File: src/design/spwm_pkg.sv
//==========================================================
// SPWM modulation constants, sine table, phase output struct
//==========================================================

package spwm_pkg;

    localparam int CARRIER_MAX = 16;                       // triangle peak, period 32 clk
    localparam int CARRIER_W   = $clog2(CARRIER_MAX + 1);
    localparam int SINE_STEPS  = 48;                       // one full sine period
    localparam int INDEX_W     = $clog2(SINE_STEPS);
    localparam int PHASE_SHIFT = 16;                       // 120 degrees

    // 8 + 8*sin(2*pi*k/48), rounded
    localparam logic [CARRIER_W-1:0] SINE_TABLE [SINE_STEPS] = '{
        5'd8,  5'd9,  5'd10, 5'd11, 5'd12, 5'd13, 5'd14, 5'd14,
        5'd15, 5'd15, 5'd16, 5'd16, 5'd16, 5'd16, 5'd16, 5'd15,
        5'd15, 5'd14, 5'd14, 5'd13, 5'd12, 5'd11, 5'd10, 5'd9,
        5'd8,  5'd7,  5'd6,  5'd5,  5'd4,  5'd3,  5'd2,  5'd2,
        5'd1,  5'd1,  5'd0,  5'd0,  5'd0,  5'd0,  5'd0,  5'd1,
        5'd1,  5'd2,  5'd2,  5'd3,  5'd4,  5'd5,  5'd6,  5'd7
    };

    typedef struct packed {
        logic phase_a;
        logic phase_b;
        logic phase_c;
        logic sync;     // start of sine period, one cycle
    } phase_out_t;

endpackage

File: src/design/link_pkg.sv
//==========================================================
// UART timing, link commands, supervisor windows, link structs
//==========================================================

package link_pkg;

    // uart framing
    localparam int BIT_CYCLES = 8;                   // clk per bit
    localparam int BIT_CNT_W  = $clog2(BIT_CYCLES);
    localparam int FRAME_BITS = 11;                  // start, 8 data, parity, stop

    // command codes, sent in this order
    localparam logic [7:0] CMD_TURN_ON  = 8'hEE;
    localparam logic [7:0] CMD_TURN_OFF = 8'h55;
    localparam logic [7:0] CMD_TOGGLE   = 8'hC3;

    // supervisor windows, scaled down for simulation
    localparam int STARTUP_CYCLES = 200;
    localparam int SEND_CYCLES    = 400;
    localparam int WAIT_CYCLES    = 300;
    localparam int CNT_W          = $clog2(SEND_CYCLES);   // widest window

    localparam logic LED_ON  = 1'b0;   // board leds are active low
    localparam logic LED_OFF = ~LED_ON;

    typedef struct packed {
        logic [7:0] data;
        logic       parity_error;
        logic       done;           // one-cycle strobe
    } rx_byte_t;

    typedef struct packed {
        logic red;
        logic green;
        logic blue;
    } led_t;

endpackage

File: src/design/uart_tx.sv
//==========================================================
// UART transmitter, 8 data bits, even parity, one stop bit
//==========================================================
`timescale 1ns/1ns

module uart_tx (
    input  logic       clk,
    input  logic       reset,
    input  logic [7:0] tx_data,
    input  logic       tx_start,
    output logic       tx,
    output logic       tx_busy
);
    import link_pkg::*;

    localparam int LEFT_W = $clog2(FRAME_BITS);

    logic [FRAME_BITS-2:0] shift_q;     // data, parity, stop still to go
    logic [LEFT_W-1:0]     bits_left;
    logic [BIT_CNT_W-1:0]  cyc_cnt;
    logic                  accept;
    logic                  bit_end;

    assign accept  = tx_start && !tx_busy;
    assign bit_end = tx_busy && (cyc_cnt == BIT_CNT_W'(BIT_CYCLES - 1));

    // line and bit timing
    always_ff @(posedge clk) begin
        if (reset) begin
            tx        <= 1'b1;          // idle high
            tx_busy   <= 1'b0;
            cyc_cnt   <= '0;
            bits_left <= '0;
        end else if (accept) begin
            tx        <= 1'b0;          // start bit
            tx_busy   <= 1'b1;
            cyc_cnt   <= '0;
            bits_left <= LEFT_W'(FRAME_BITS - 1);
        end else if (bit_end) begin
            cyc_cnt <= '0;
            if (bits_left == '0) begin
                tx_busy <= 1'b0;        // stop bit done
            end else begin
                tx        <= shift_q[0];
                bits_left <= bits_left - 1'b1;
            end
        end else if (tx_busy) begin
            cyc_cnt <= cyc_cnt + 1'b1;
        end
    end

    // payload shifter
    always_ff @(posedge clk) begin
        if (accept) begin
            shift_q <= {1'b1, ^tx_data, tx_data};   // stop, even parity, data
        end else if (bit_end && bits_left != '0) begin
            shift_q <= {1'b1, shift_q[FRAME_BITS-2:1]};
        end
    end

endmodule

File: src/design/uart_rx.sv
//==========================================================
// UART receiver with mid-bit sampling and even parity check
//==========================================================
`timescale 1ns/1ns

module uart_rx (
    input  logic              clk,
    input  logic              reset,
    input  logic              rx,
    output link_pkg::rx_byte_t rx_out
);
    import link_pkg::*;

    localparam int SAMPLES = FRAME_BITS - 2;     // data bits plus parity
    localparam int IDX_W   = $clog2(SAMPLES + 1);

    typedef enum logic [1:0] {
        RX_IDLE,
        RX_START,
        RX_BITS
    } rx_state_t;

    rx_state_t            state;
    logic                 rx_meta;
    logic                 rx_sync;
    logic                 rx_prev;
    logic [BIT_CNT_W-1:0] cyc_cnt;
    logic [IDX_W-1:0]     bit_idx;
    logic [SAMPLES-1:0]   shift_q;              // parity lands in the msb

    // two-flop synchronizer plus edge history
    always_ff @(posedge clk) begin
        if (reset) begin
            rx_meta <= 1'b1;
            rx_sync <= 1'b1;
            rx_prev <= 1'b1;
        end else begin
            rx_meta <= rx;
            rx_sync <= rx_meta;
            rx_prev <= rx_sync;
        end
    end

    //==========================================================
    // frame FSM
    //==========================================================
    always_ff @(posedge clk) begin
        if (reset) begin
            state       <= RX_IDLE;
            cyc_cnt     <= '0;
            bit_idx     <= '0;
            rx_out.done <= 1'b0;
        end else begin
            rx_out.done <= 1'b0;
            case (state)
                RX_IDLE: begin
                    cyc_cnt <= '0;
                    if (rx_prev && !rx_sync) state <= RX_START;   // falling edge
                end
                RX_START: begin
                    cyc_cnt <= cyc_cnt + 1'b1;
                    if (cyc_cnt == BIT_CNT_W'(BIT_CYCLES / 2 - 1)) begin
                        cyc_cnt <= '0;
                        bit_idx <= '0;
                        state   <= rx_sync ? RX_IDLE : RX_BITS;  // glitch dropped
                    end
                end
                RX_BITS: begin
                    cyc_cnt <= cyc_cnt + 1'b1;
                    if (cyc_cnt == BIT_CNT_W'(BIT_CYCLES - 1)) begin
                        cyc_cnt <= '0;
                        if (bit_idx == IDX_W'(SAMPLES)) begin    // stop bit
                            rx_out.data         <= shift_q[7:0];
                            // a low stop bit is flagged as well
                            rx_out.parity_error <= (^shift_q) || !rx_sync;
                            rx_out.done         <= 1'b1;
                            state               <= RX_IDLE;
                        end else begin
                            shift_q <= {rx_sync, shift_q[SAMPLES-1:1]};
                            bit_idx <= bit_idx + 1'b1;
                        end
                    end
                end
                default: state <= RX_IDLE;
            endcase
        end
    end

endmodule

File: src/design/phase_generator.sv
//==========================================================
// three-phase SPWM, triangle carrier against sine lookups
//==========================================================
`timescale 1ns/1ns

module phase_generator (
    input  logic                 clk,
    input  logic                 reset,
    input  logic                 hold,
    output spwm_pkg::phase_out_t phases
);
    import spwm_pkg::*;

    logic [CARRIER_W-1:0] carrier;
    logic                 counting_down;
    logic [INDEX_W-1:0]   index;
    logic [INDEX_W-1:0]   index_b;
    logic [INDEX_W-1:0]   index_c;
    logic [CARRIER_W-1:0] level_a;
    logic [CARRIER_W-1:0] level_b;
    logic [CARRIER_W-1:0] level_c;
    logic                 stopped;

    assign stopped = reset || hold;

    //==========================================================
    // carrier and sine index
    //==========================================================
    always_ff @(posedge clk) begin
        if (stopped) begin
            carrier       <= '0;
            counting_down <= 1'b0;
            index         <= '0;
        end else if (!counting_down) begin
            carrier <= carrier + 1'b1;
            if (carrier == CARRIER_W'(CARRIER_MAX - 1)) begin
                counting_down <= 1'b1;                 // peak next
            end
        end else begin
            carrier <= carrier - 1'b1;
            if (carrier == CARRIER_W'(1)) begin
                counting_down <= 1'b0;                 // back at zero, new period
                if (index == INDEX_W'(SINE_STEPS - 1)) begin
                    index <= '0;
                end else begin
                    index <= index + 1'b1;
                end
            end
        end
    end

    // rotated indices, modulo SINE_STEPS
    always_comb begin
        if (index >= INDEX_W'(PHASE_SHIFT)) begin
            index_b = index - INDEX_W'(PHASE_SHIFT);
        end else begin
            index_b = index + INDEX_W'(SINE_STEPS - PHASE_SHIFT);
        end

        if (index >= INDEX_W'(2 * PHASE_SHIFT)) begin
            index_c = index - INDEX_W'(2 * PHASE_SHIFT);
        end else begin
            index_c = index + INDEX_W'(SINE_STEPS - 2 * PHASE_SHIFT);
        end
    end

    assign level_a = SINE_TABLE[index];
    assign level_b = SINE_TABLE[index_b];
    assign level_c = SINE_TABLE[index_c];

    //==========================================================
    // comparators and sync, registered
    //==========================================================
    always_ff @(posedge clk) begin
        if (stopped) begin
            phases <= '0;
        end else begin
            phases.phase_a <= level_a > carrier;
            phases.phase_b <= level_b > carrier;
            phases.phase_c <= level_c > carrier;
            // slaves realign their carriers on this
            phases.sync    <= (index == '0) && (carrier == '0);
        end
    end

endmodule

File: src/design/link_supervisor.sv
//==========================================================
// link supervisor, startup hold, echo check and led status
//==========================================================
`timescale 1ns/1ns

module link_supervisor (
    input  logic               clk,
    input  logic               reset,
    input  link_pkg::rx_byte_t rx_in,
    input  logic               tx_busy,
    output logic [7:0]         tx_data,
    output logic               tx_start,
    output logic               hold,
    output link_pkg::led_t     leds
);
    import link_pkg::*;

    typedef enum logic [1:0] {
        INIT,
        SEND,
        WAIT
    } sup_state_t;

    sup_state_t       state;
    logic [CNT_W-1:0] counter;
    logic [1:0]       cmd_sel;       // rotation position
    logic             echo_ok;

    always_comb begin
        case (cmd_sel)
            2'd0:    tx_data = CMD_TURN_ON;
            2'd1:    tx_data = CMD_TURN_OFF;
            default: tx_data = CMD_TOGGLE;
        endcase
    end

    assign echo_ok = (rx_in.data == tx_data) && !rx_in.parity_error;

    always_ff @(posedge clk) begin
        if (reset) begin
            state    <= INIT;
            counter  <= '0;
            cmd_sel  <= '0;
            tx_start <= 1'b0;
            hold     <= 1'b1;                              // modulator off
            leds     <= '{red: LED_OFF, green: LED_OFF, blue: LED_OFF};
        end else begin
            case (state)
                INIT: begin
                    counter <= counter + 1'b1;
                    if (counter == CNT_W'(STARTUP_CYCLES - 1)) begin
                        counter    <= '0;
                        hold       <= 1'b0;
                        leds.green <= LED_ON;              // board alive
                        state      <= SEND;
                    end
                end
                SEND: begin
                    tx_start <= 1'b1;
                    counter  <= counter + 1'b1;
                    if (counter == CNT_W'(SEND_CYCLES - 1)) begin
                        counter  <= '0;
                        tx_start <= 1'b0;
                        state    <= WAIT;
                    end
                end
                WAIT: begin
                    tx_start  <= 1'b0;
                    leds.blue <= LED_OFF;
                    if (!tx_busy) counter <= counter + 1'b1;   // window runs on idle line
                    if (!tx_busy && counter == CNT_W'(WAIT_CYCLES - 1)) begin
                        counter <= '0;
                        cmd_sel <= (cmd_sel == 2'd2) ? 2'd0 : cmd_sel + 1'b1;
                        state   <= SEND;
                    end
                end
                default: state <= INIT;
            endcase

            // echo compare, late echoes included
            if (rx_in.done && state != INIT) begin
                leds.red  <= echo_ok ? LED_ON : LED_OFF;
                leds.blue <= echo_ok ? LED_OFF : LED_ON;
            end
        end
    end

endmodule

File: src/design/spwm_master_top.sv
//==========================================================
// master board top, UART link check and SPWM generator
//==========================================================
`timescale 1ns/1ns

module spwm_master_top (
    input  logic                 clk,
    input  logic                 reset,
    input  logic                 rx,
    output logic                 tx,
    output link_pkg::led_t       leds,
    output spwm_pkg::phase_out_t phases
);
    import link_pkg::*;

    rx_byte_t   rx_byte;
    logic [7:0] tx_data;
    logic       tx_start;
    logic       tx_busy;
    logic       hold;

    uart_tx u_uart_tx (
        .clk      (clk),
        .reset    (reset),
        .tx_data  (tx_data),
        .tx_start (tx_start),
        .tx       (tx),
        .tx_busy  (tx_busy)
    );

    uart_rx u_uart_rx (
        .clk    (clk),
        .reset  (reset),
        .rx     (rx),
        .rx_out (rx_byte)
    );

    link_supervisor u_link_supervisor (
        .clk      (clk),
        .reset    (reset),
        .rx_in    (rx_byte),
        .tx_busy  (tx_busy),
        .tx_data  (tx_data),
        .tx_start (tx_start),
        .hold     (hold),
        .leds     (leds)
    );

    phase_generator u_phase_generator (
        .clk    (clk),
        .reset  (reset),
        .hold   (hold),     // released after startup
        .phases (phases)
    );

endmodule

File: config.mk
export PLATFORM = sky130hd
export DESIGN_NAME = spwm_master_top
export DESIGN_NICKNAME = d
export VERILOG_FILES = /design/src/design/spwm_pkg.sv /design/src/design/link_pkg.sv /design/src/design/uart_tx.sv /design/src/design/uart_rx.sv /design/src/design/phase_generator.sv /design/src/design/link_supervisor.sv /design/src/design/spwm_master_top.sv
export SDC_FILE = /design/constraint.sdc
export NUM_CORES = 1
export LEC_CHECK = 0
export BUFFER_PORTS_ARGS = -buffer_cell sky130_fd_sc_hd__buf_4
export CAP_MARGIN = 20
export CORE_ASPECT_RATIO = 0.5
export CORE_MARGIN = 2
export CORE_UTILIZATION = 25
export DETAILED_ROUTE_END_ITERATION = 6
export PLACE_DENSITY = 0.41
export SYNTH_ARGS = -nofsm -noshare
export SYNTH_HDL_FRONTEND = slang
export SYNTH_SLANG_ARGS = --single-unit
File: constraint.sdc
create_clock -name clk -period 5.6 [get_ports clk]
set_clock_uncertainty 0.1 [all_clocks]
set_input_delay 1.12 -clock clk [delete_from_list [all_inputs] [get_ports clk]]
set_output_delay 1.12 -clock clk [all_outputs]
set_load 0.01 [all_outputs]
==> flow_metrics.py, run 1 <==
metrics = {
    "placement": {
        "port_buffers": 10,
        "post-dp-hpwl_um": 6670,
        "gp_congestion": 0.792,
        "dpl_worst_slack_ns": 2.39,
    },
    "layout": {
        "drive_gt1_frac": 0.0931,
        "antenna_cells": 0,
        "fillers": 1884,
        "area.growth.synth_to_final_pct": 12.9,
        "final_nets": 550,
    },
    "drt": {
        "drt_iter0_markers": 193,
        "num_vias": 3330,
        "highest_layer": "met4",
        "wirelength_um": 9490,
        "wl_met1_um": 4900,
        "routed_via_density": 4.47,
        "drc": 0,
        "met3_length_um": 223,
        "wl_per_cell_um": 12.7,
        "dr.pass1.iters": 4,
        "ant_nets": 0,
        "routed-wl-met2_um": 4270,
    },
    "logic_synthesis": {
        "yosysWarnings": 0,
        "syn_area_per_cell_sq_um": 9.36,
        "synth.top_cells.by_area": "dfxtp_1, edfxtp_1, ha_1, nor2_1, a21oi_1",
        "synth.area.mux_share": 0.0379,
        "synthAdderAreaFrac": 0.126,
        "yosys.area.top_type": "dfxtp_1",
        "synthXorXnorAreaFrac": 0.0357,
        "synth-simple-area-share": 0.193,
        "synth.distinct_cells": 60,
        "synthFlopType": "dfxtp_1",
        "syn_nets": 548,
        "ys_ff_latch": 82,
        "synth_top_area_frac": 0.236,
        "synth_compound_area_frac": 0.155,
        "synth_top_family_by_area": "simple AND/OR/NAND/NOR gates",
        "synth-edff-count": 27,
        "synthCells": 498,
        "synthArstFlopShare": 0,
        "synth_seq_area_share": 0.410,
        "synth_area_sq_mm": 0.00466,
    },
    "sta": {
        "max_freq_mhz": 308,
        "setup-violations-final": 0,
        "maxSlewViolCount": 0,
        "tightest_slew_ns": 0.782,
        "fin_crit_ns": 3.25,
        "maxSlewHeadroom": 0.478,
        "rsz0062_at_grt": "no",
        "finalCritPeriodShare": 0.580,
        "hold_violations": 0,
        "setup-tns-final_ns": 0,
        "fin_ws_ns": 2.35,
    },
    "clocking": {
        "cts_resized": 0,
        "root_buffer": "clkbuf_16",
        "cts.sinks": 82,
        "post_cts_buffers": 0,
        "insertion_delay_ns": 0.34,
        "holdBufCountCts": 0,
        "numCtsBuffers": 9,
        "clk_pin_slew_ns": 0.06,
        "h-tree-depth": 3,
        "clockBufferDepth": 2,
        "cts_tree": "done",
    },
    "setup_path": {
        "r2r_end": "u_phase_generator.phases[2]$_SDFF_PP0_",
        "critPathArrivalTime_ns": 3.36,
        "cp_data_required_time_ns": 5.71,
        "crit_type": "reg2reg",
        "r2r_setup_slack_ns": 2.35,
        "cp-end-kind": "flop",
        "cp-start-kind": "flop",
        "r2r_start": "u_phase_generator.index[3]$_SDFFE_PP0P_",
        "path_max_fanout": 23,
        "reg2reg_depth": 10,
    },
    "status": {
        "status": "finished, final reports clean",
    },
    "floorplan": {
        "die_h_um": 101,
        "die_w_um": 197,
        "initial_core_util": 0.254,
        "fp-row-count": 35,
        "core_region_area_sq_mm": 0.0183,
        "dieArea_sq_mm": 0.0198,
        "pin_count": 11,
    },
    "global_route": {
        "grt_pass1_wl_um": 16200,
        "grt_overflow": 0,
        "antenna_found_initial": 0,
        "first_global_vias": 3252,
        "grtUsageTotal": 0.103,
        "grt_max_degree": 36,
    },
    "power_and_ir_drop": {
        "p_leak_nw": 1.91,
        "vdd_ir_drop_max_mv": 0.145,
        "pwr_density_cell_mw_per_mm2": 274,
    },
    "worst_hold_path": {
        "holdPathStages": 1,
        "min_to": "u_uart_rx.rx_sync$_SDFF_PP1_",
        "hold_start": "u_uart_rx.rx_meta$_SDFF_PP1_",
        "hold_class": "reg2reg",
    },
    "flow_run": {
        "max_cap_viol_count": 0,
    },
}
final cells by class:
class	instances	area [sq um]	share of cell area
multi-input cells	366	2550	0.485
flip-flops and latches	82	1910	0.363
well taps	240	300	0.0571
clock buffers	13	260	0.0495
inverters	31	116	0.0221
repair buffers	10	75.1	0.0143
clock inverters	3	47.5	0.00904
stage by stage:
step,power (mW),utilization,instances,instance area [sq um],hold slack (ns)
after floorplan,0.798,-,498,4660,0.289
after global placement,0.829,0.270,729,4950,0.295
after detailed placement,0.828,0.270,729,4950,0.298
after CTS,1.47,0.287,745,5260,0.314
after global routing,1.51,0.287,745,5260,0.333
final,1.44,0.287,745,5260,0.312
cells by family after synthesis:
logic type	Yosys count
AO/OA/AOI/OAI	105
adder cells (fa/ha/maj)	47
buffers and inverters	50
flip-flops	82
multiplexers	17
XOR/XNOR	19
AND/OR/NAND/NOR	178
state kept, by name, summed over array words and instances (netlist names), 2 cells and up:
register                   count
u_uart_rx.rx_out              10
u_link_supervisor.leds         2
u_uart_tx.shift_q              9
u_phase_generator.phases       4
u_phase_generator.index        6
u_uart_rx.shift_q              9
u_phase_generator.carrier      5
u_uart_rx.bit_idx              4
u_link_supervisor.state        2
u_uart_rx.state                2
u_uart_tx.cyc_cnt              3
u_uart_rx.cyc_cnt              3
u_link_supervisor.cmd_sel      2
u_uart_tx.bits_left            4
u_link_supervisor.counter      9
cell usage after synthesis, drive strengths merged (2+ instances only):
library cell,count
nor2b,9
mux2i,12
a31oi,7
inv,30
o41ai,2
dfxtp,55
mux2,5
or2,8
nand2b,6
nor3,15
a211oi,10
xor2,3
xnor2,16
and4,3
o21a,9
a211o,2
o21ai,17
nor3b,4
nand4,6
edfxtp,27
nand2,37
nand4bb,2
o21bai,2
a221oi,3
clkbuf,16
a22o,5
nor2,56
ha,47
a21o,7
nor4,3
nand3b,5
o31ai,4
a21oi,31
buf,3
or3,2
and3,2
nand3,14
how the worst max path moves through the flow:
stage	cells past startpoint	from	endpoint
finish	10	u_phase_generator.index[3]$_SDFFE_PP0P_	u_phase_generator.phases[2]$_SDFF_PP0_
global placement	10	u_phase_generator.index[3]$_SDFFE_PP0P_	u_phase_generator.phases[2]$_SDFF_PP0_
detailed placement	10	u_phase_generator.index[3]$_SDFFE_PP0P_	u_phase_generator.phases[2]$_SDFF_PP0_
floorplan	14	u_phase_generator.index[0]$_SDFFE_PP0P_	u_phase_generator.phases[1]$_SDFF_PP0_
CTS	10	u_phase_generator.index[3]$_SDFFE_PP0P_	u_phase_generator.phases[2]$_SDFF_PP0_
global route	11	u_phase_generator.index[3]$_SDFFE_PP0P_	u_phase_generator.phases[3]$_SDFF_PP0_
worst max-delay path: stages (launching register included):
cell and delay, ns:
dfxtp_1 0.83, o21ai_0 0.29, a21oi_2 0.43, nor2_1 0.10, mux2_2 0.28, a22o_1 0.24, ha_1 0.32, o21a_1 0.11
o21a_1 0.16, o21ai_0 0.16, a221oi_1 0.10
layer usage:
metal,vias up,GRT usage
li1,1772,-
met3,11,0.0254
met1,1520,0.135
met5,-,0
met4,0,0.0295
met2,27,0.172
report_power, final:
group	switching, mW	internal [mW]	total, mW
Sequential	0.0290	0.653	0.682
Clock	0.255	0.373	0.629
Combinational	0.0759	0.0545	0.130
Total	0.360	1.08	1.44
layout by cell type, fill, tap and decap left out, drive strengths merged, types with 3 or more instances in the layout:
cell / instances
nor4: 3
o21ai: 17
xor2: 3
dfxtp: 55
clkbuf: 13
a21o: 7
a31oi: 7
xnor2: 16
inv: 31
nor2b: 9
a22o: 5
nor3: 15
mux2i: 12
or2: 8
nor3b: 4
nand3b: 5
and4: 3
nor2: 56
a221oi: 3
nand4: 6
ha: 47
a21oi: 31
a211oi: 10
edfxtp: 27
o31ai: 4
nand3: 14
nand2: 37
nand2b: 6
o21a: 9
mux2: 5
buf: 10
(Power assumes the default switching activity.)
==> inputs of run 2 (changes only) <==
- PLACE_DENSITY: 0.41 -> 0.42
- clock period: 5.6 -> 2.7 ns (I/O delays scaled with it)
==> run 2 against run 1 <==
Maximum frequency increased by 27%. Sequential power rose by 110%. Cell area grew 5.7%. Critical path depth rose by 3. Critical endpoint unchanged. Highest routed layer unchanged.
==> flow_metrics.py, run 2 (synthesis results as in run 1) <==
metrics = {
    "setup_path": {
        "critPathArrivalTime_ns": 2.67,
        "r2r_start": "u_phase_generator.index[1]$_SDFFE_PP0P_",
        "r2r_end": "u_phase_generator.phases[2]$_SDFF_PP0_",
        "crit_path_top_delay_cell": "dfxtp_1",
        "cpPeakStageDelay_ns": 0.32,
        "reg2reg_depth": 13,
        "cp-end-kind": "flop",
        "r2r_setup_slack_ns": 0.15,
        "cp_cell_sequence": "buf_4 -> o21ai_1 -> a21oi_4 -> buf_4 -> nor3_1 -> a21oi_2 -> mux2i_1 -> ha_1 -> nor2b_1 -> o21a_1 -> o21a_1 -> o21ai_1 -> a221oi_2",
        "cp_data_required_time_ns": 2.82,
        "cp-start-kind": "flop",
        "crit_type": "reg2reg",
        "crit_buf_inv": 2,
        "path_max_fanout": 7,
        "cp_top_family": "compound AO/OA/AOI/OAI gates",
    },
    "floorplan": {
        "dieArea_sq_mm": 0.0198,
        "fp-row-count": 35,
        "core_region_area_sq_mm": 0.0183,
        "die_w_um": 197,
        "initial_core_util": 0.254,
        "pin_count": 11,
        "die_h_um": 101,
    },
    "clocking": {
        "root_buffer": "clkbuf_16",
        "cts.sinks": 82,
        "holdBufCountCts": 0,
        "numCtsBuffers": 9,
        "insertion_delay_ns": 0.34,
        "h-tree-depth": 3,
        "clk_pin_slew_ns": 0.07,
        "clockBufferDepth": 2,
        "cts_tree": "done",
    },
    "global_route": {
        "first_global_vias": 3391,
        "grt_pass1_wl_um": 16400,
        "grt_overflow": 0,
        "antenna_found_initial": 0,
        "grt_max_degree": 21,
        "grtUsageTotal": 0.104,
    },
    "placement": {
        "port_buffers": 10,
        "post-dp-hpwl_um": 7000,
        "dpl_worst_slack_ns": -0.00597,
        "gp_congestion": 0.786,
    },
    "sta": {
        "maxSlewViolCount": 0,
        "fin_crit_ns": 2.55,
        "tightest_slew_ns": 0.467,
        "setup-tns-final_ns": 0,
        "maxSlewHeadroom": 0.686,
        "max_freq_mhz": 392,
        "hold_violations": 0,
        "fin_ws_ns": 0.149,
        "setup-violations-final": 0,
        "finalCritPeriodShare": 0.945,
    },
    "layout": {
        "regMostFlops": "u_uart_rx.rx_out",
        "utilization": 0.303,
        "antenna_cells": 0,
        "drive_gt1_frac": 0.168,
        "area.growth.synth_to_final_pct": 19.3,
        "final_cell_mix": "nor2_1, dfxtp_1, ha_1",
        "mostFrequentLayoutCell": "nor2_1",
        "final_nets": 576,
        "largest_reg_flops": 10,
    },
    "power_and_ir_drop": {
        "pwr_density_cell_mw_per_mm2": 553,
        "p_leak_nw": 2.06,
        "finalPower_mw": 3.07,
        "vdd_ir_drop_max_mv": 0.329,
    },
    "worst_hold_path": {
        "holdPathStages": 2,
        "hold_class": "in2reg",
        "min_to": "u_uart_rx.rx_meta$_SDFF_PP1_",
        "hold_start": "rx",
    },
    "drt": {
        "drt_iter0_markers": 120,
        "routed_via_density": 4.54,
        "ant_nets": 0,
        "wl_per_cell_um": 12.5,
        "num_vias": 3499,
        "dr.pass1.iters": 4,
        "wirelength_um": 9670,
        "drc": 0,
    },
    "flow_run": {
        "max_cap_viol_count": 0,
    },
    "status": {
        "status": "finished, final reports clean",
    },
}
## run 2: cell count changes in the layout (fill, tap and decap cells not counted), sizes merged
cell      previous run  this run
buf                 10        36
clkbuf              13         9
bufinv               1         2
clkinv               2         3
clkinvlp             0         1
inv                 31        32
## run 2: worst max-delay path by stage
stage                                                       start                                endpoint  slack [ns]  cells past startpoint
after floorplan           u_phase_generator.index[0]$_SDFFE_PP0P_  u_phase_generator.phases[1]$_SDFF_PP0_       0.005                     14
after global placement    u_phase_generator.index[0]$_SDFFE_PP0P_  u_phase_generator.phases[1]$_SDFF_PP0_        0.02                     14
after detailed placement  u_phase_generator.index[0]$_SDFFE_PP0P_  u_phase_generator.phases[2]$_SDFF_PP0_      -0.006                     11
after CTS                 u_phase_generator.index[1]$_SDFFE_PP0P_  u_phase_generator.phases[3]$_SDFF_PP0_        0.03                     15
after global routing      u_phase_generator.index[1]$_SDFFE_PP0P_  u_phase_generator.phases[2]$_SDFF_PP0_       -0.01                     13
final                     u_phase_generator.index[1]$_SDFFE_PP0P_  u_phase_generator.phases[2]$_SDFF_PP0_        0.15                     13
## run 2: final cells by class
cell class	count	area, sq um
fillers	1895	12800
multi-input cells	366	2620
flip-flops and latches	82	1910
well taps	240	300
repair buffers	36	287
clock buffers	9	225
inverters	31	116
clock inverters	7	100
## run 2: what timing repair did
item                       4_1_cts  5_1_grt
pin swaps                        0        4
gates resized for setup          3       21
setup buffers                    0        2
setup endpoints to repair        3        3
## run 2: per-stage QoR
stage                     instances  hold WS [ns]  cell area [sq um]
after CTS                       769         0.263               5490
after floorplan                 498         0.289               4660
after detailed placement        753         0.299               5140
after global routing            771         0.262               5560
after global placement          753         0.293               5140
final                           771         0.278               5560
## run 2: power breakdown
group	internal (mW)	total, mW	switching, mW	leakage, nW
sequential	1.35	1.42	0.0624	0.687
combinational	0.126	0.285	0.159	1.22
clock	0.819	1.37	0.553	0.156
## run 2: routing by layer
layer	global-route usage	part of all wire	up-vias
li1	-	-	1823
met1	0.141	0.52	1637
met2	0.163	0.44	31
met3	0.0291	0.030	8
met4	0.0307	0.0093	0
met5	0	0	-
## run 2: worst register-to-register path, cell delays in order (launching register included)
cell	delay, ns
dfxtp_1	0.32
buf_4	0.16
o21ai_1	0.26
a21oi_4	0.09
buf_4	0.15
nor3_1	0.18
a21oi_2	0.06
mux2i_1	0.16
ha_1	0.26
nor2b_1	0.13
o21a_1	0.17
o21a_1	0.16
o21ai_1	0.15
a221oi_2	0.08
==> inputs of run 3 (changes only) <==
- CTS_CLUSTER_DIAMETER: unset -> 50
- REMOVE_ABC_BUFFERS: unset -> 1
==> run 3 against run 2 <==
Routed wire length is 1.1% higher. Setup slack better by 0.010 ns. Critical endpoint is now u_phase_generator.phases[3]$_SDFF_PP0_. Clock power is 15% lower. Largest power group unchanged.
==> flow_metrics.py, run 3 (synthesis results as in run 1) <==
metrics = {
    "setup_path": {
        "path_max_fanout": 3,
        "critPathArrivalTime_ns": 2.65,
        "worstSetupStartpoint": "u_phase_generator.index[1]$_SDFFE_PP0P_",
        "cp-end-kind": "flop",
        "crit_type": "reg2reg",
        "cp-start-kind": "flop",
        "r2r_start": "u_phase_generator.index[1]$_SDFFE_PP0P_",
        "cp_data_required_time_ns": 2.81,
    },
    "clocking": {
        "root_buffer": "clkbuf_16",
        "numCtsBuffers": 9,
        "holdBufCountCts": 0,
        "cts.sinks": 82,
        "clk_pin_slew_ns": 0.06,
        "cts_tree": "done",
        "insertion_delay_ns": 0.34,
        "clockBufferDepth": 2,
        "h-tree-depth": 3,
    },
    "layout": {
        "area.growth.synth_to_final_pct": 17.6,
        "fillers": 1918,
        "final_area_sq_mm": 0.00548,
        "largest_reg_flops": 10,
        "drive_gt1_frac": 0.156,
        "final_cell_mix": "nor2_1, dfxtp_1, ha_1",
        "regMostFlops": "u_uart_rx.rx_out",
        "mostFrequentLayoutCell": "nor2_1",
        "antenna_cells": 0,
        "final_nets": 571,
    },
    "drt": {
        "num_vias": 3474,
        "ant_nets": 0,
        "wirelength_um": 9770,
        "drt_iter0_markers": 147,
        "drc": 0,
        "wl_per_cell_um": 12.8,
        "dr.pass1.iters": 5,
        "routed_via_density": 4.54,
    },
    "floorplan": {
        "initial_core_util": 0.254,
        "die_w_um": 197,
        "core_region_area_sq_mm": 0.0183,
        "dieArea_sq_mm": 0.0198,
        "fp-row-count": 35,
        "die_h_um": 101,
        "pin_count": 11,
    },
    "sta": {
        "tightest_slew_ns": 0.490,
        "fin_crit_ns": 2.54,
        "finalCritPeriodShare": 0.941,
        "maxSlewHeadroom": 0.672,
        "max_freq_mhz": 393,
        "setup-violations-final": 0,
        "maxSlewViolCount": 0,
        "hold_violations": 0,
    },
    "placement": {
        "detailed_place.area_sq_mm": 0.00512,
        "post-dp-hpwl_um": 7110,
        "gp_congestion": 0.758,
        "port_buffers": 10,
    },
    "power_and_ir_drop": {
        "finalPower_mw": 2.87,
        "vdd_ir_drop_max_mv": 0.306,
        "pwr_density_cell_mw_per_mm2": 523,
        "p_leak_nw": 2.00,
    },
    "status": {
        "status": "finished, final reports clean",
    },
    "global_route": {
        "grt_overflow": 0,
        "grt_max_degree": 23,
        "grt_pass1_wl_um": 16800,
        "grtUsageTotal": 0.107,
        "first_global_vias": 3342,
        "antenna_found_initial": 0,
    },
    "worst_hold_path": {
        "hold_class": "in2reg",
        "hold_start": "rx",
    },
    "flow_run": {
        "max_cap_viol_count": 0,
    },
}
## run 3: per-stage QoR
stage / std cells / hold WS [ns] / TNS (ns) / utilization / setup WS, ns
after global placement: 748 / 0.297 / 0 / 0.279 / 0.0583
final: 766 / 0.286 / 0 / 0.299 / 0.159
after CTS: 764 / 0.271 / 0 / 0.295 / 0.0677
after floorplan: 479 / 0.289 / -0.0519 / - / -0.0480
after global routing: 766 / 0.284 / -0.00291 / 0.299 / -0.00291
after detailed placement: 748 / 0.299 / -0.00428 / 0.279 / -0.00428
## run 3: report_power, final
part           leakage, nW  internal (mW)  switching, mW
clock                0.126          0.632          0.536
combinational         1.19          0.122          0.159
sequential           0.687           1.35         0.0629
total                 2.00           2.11          0.758
## run 3: worst max-delay path, cell delays in order (launching register included)
cell and delay [ns]:
dfxtp_1 0.33, inv_1 0.08, ha_4 0.28, nand2b_1 0.11, o21ai_1 0.08, o21ai_2 0.25, a211oi_2 0.10, a21oi_1 0.13
ha_1 0.25, nor2b_1 0.13, o21a_1 0.16, o21a_1 0.16, o21ai_0 0.15, a221oi_1 0.10
## run 3: layout make-up
cell class | count | area (sq um) | share of cell area
Multi-Input combinational cell | 367 | 2620 | 0.478
Sequential cell | 82 | 1910 | 0.349
Inverter | 31 | 116 | 0.0212
Clock inverter | 6 | 48.8 | 0.00891
Timing Repair Buffer | 30 | 250 | 0.0457
Tap cell | 240 | 300 | 0.0548
Clock buffer | 10 | 229 | 0.0418
## run 3: path summary, 6_finish.rpt
check | end | slack (ns) | depth (start not counted)
setup / recovery | u_phase_generator.phases[3]$_SDFF_PP0_ | 0.16 | 13
hold / removal | u_uart_rx.rx_meta$_SDFF_PP1_ | 0.29 | 2
setup reg to reg | u_phase_generator.phases[3]$_SDFF_PP0_ | 0.16 | 13
hold reg to reg | u_uart_rx.rx_sync$_SDFF_PP1_ | 0.31 | 1
## run 3: repair_timing
item	4_1_cts	5_1_grt
cloned	0	1
setup endpoints to repair	3	3
pin swaps	0	3
gates resized for setup	2	19
buffers inserted	0	1
## run 3: metal layers
metal,track usage,wire (um),vias up
li1,-,-,1812
met1,0.149,5340,1621
met2,0.163,4080,29
met3,0.0258,235,12
met4,0.0330,120,0
met5,0,0,-
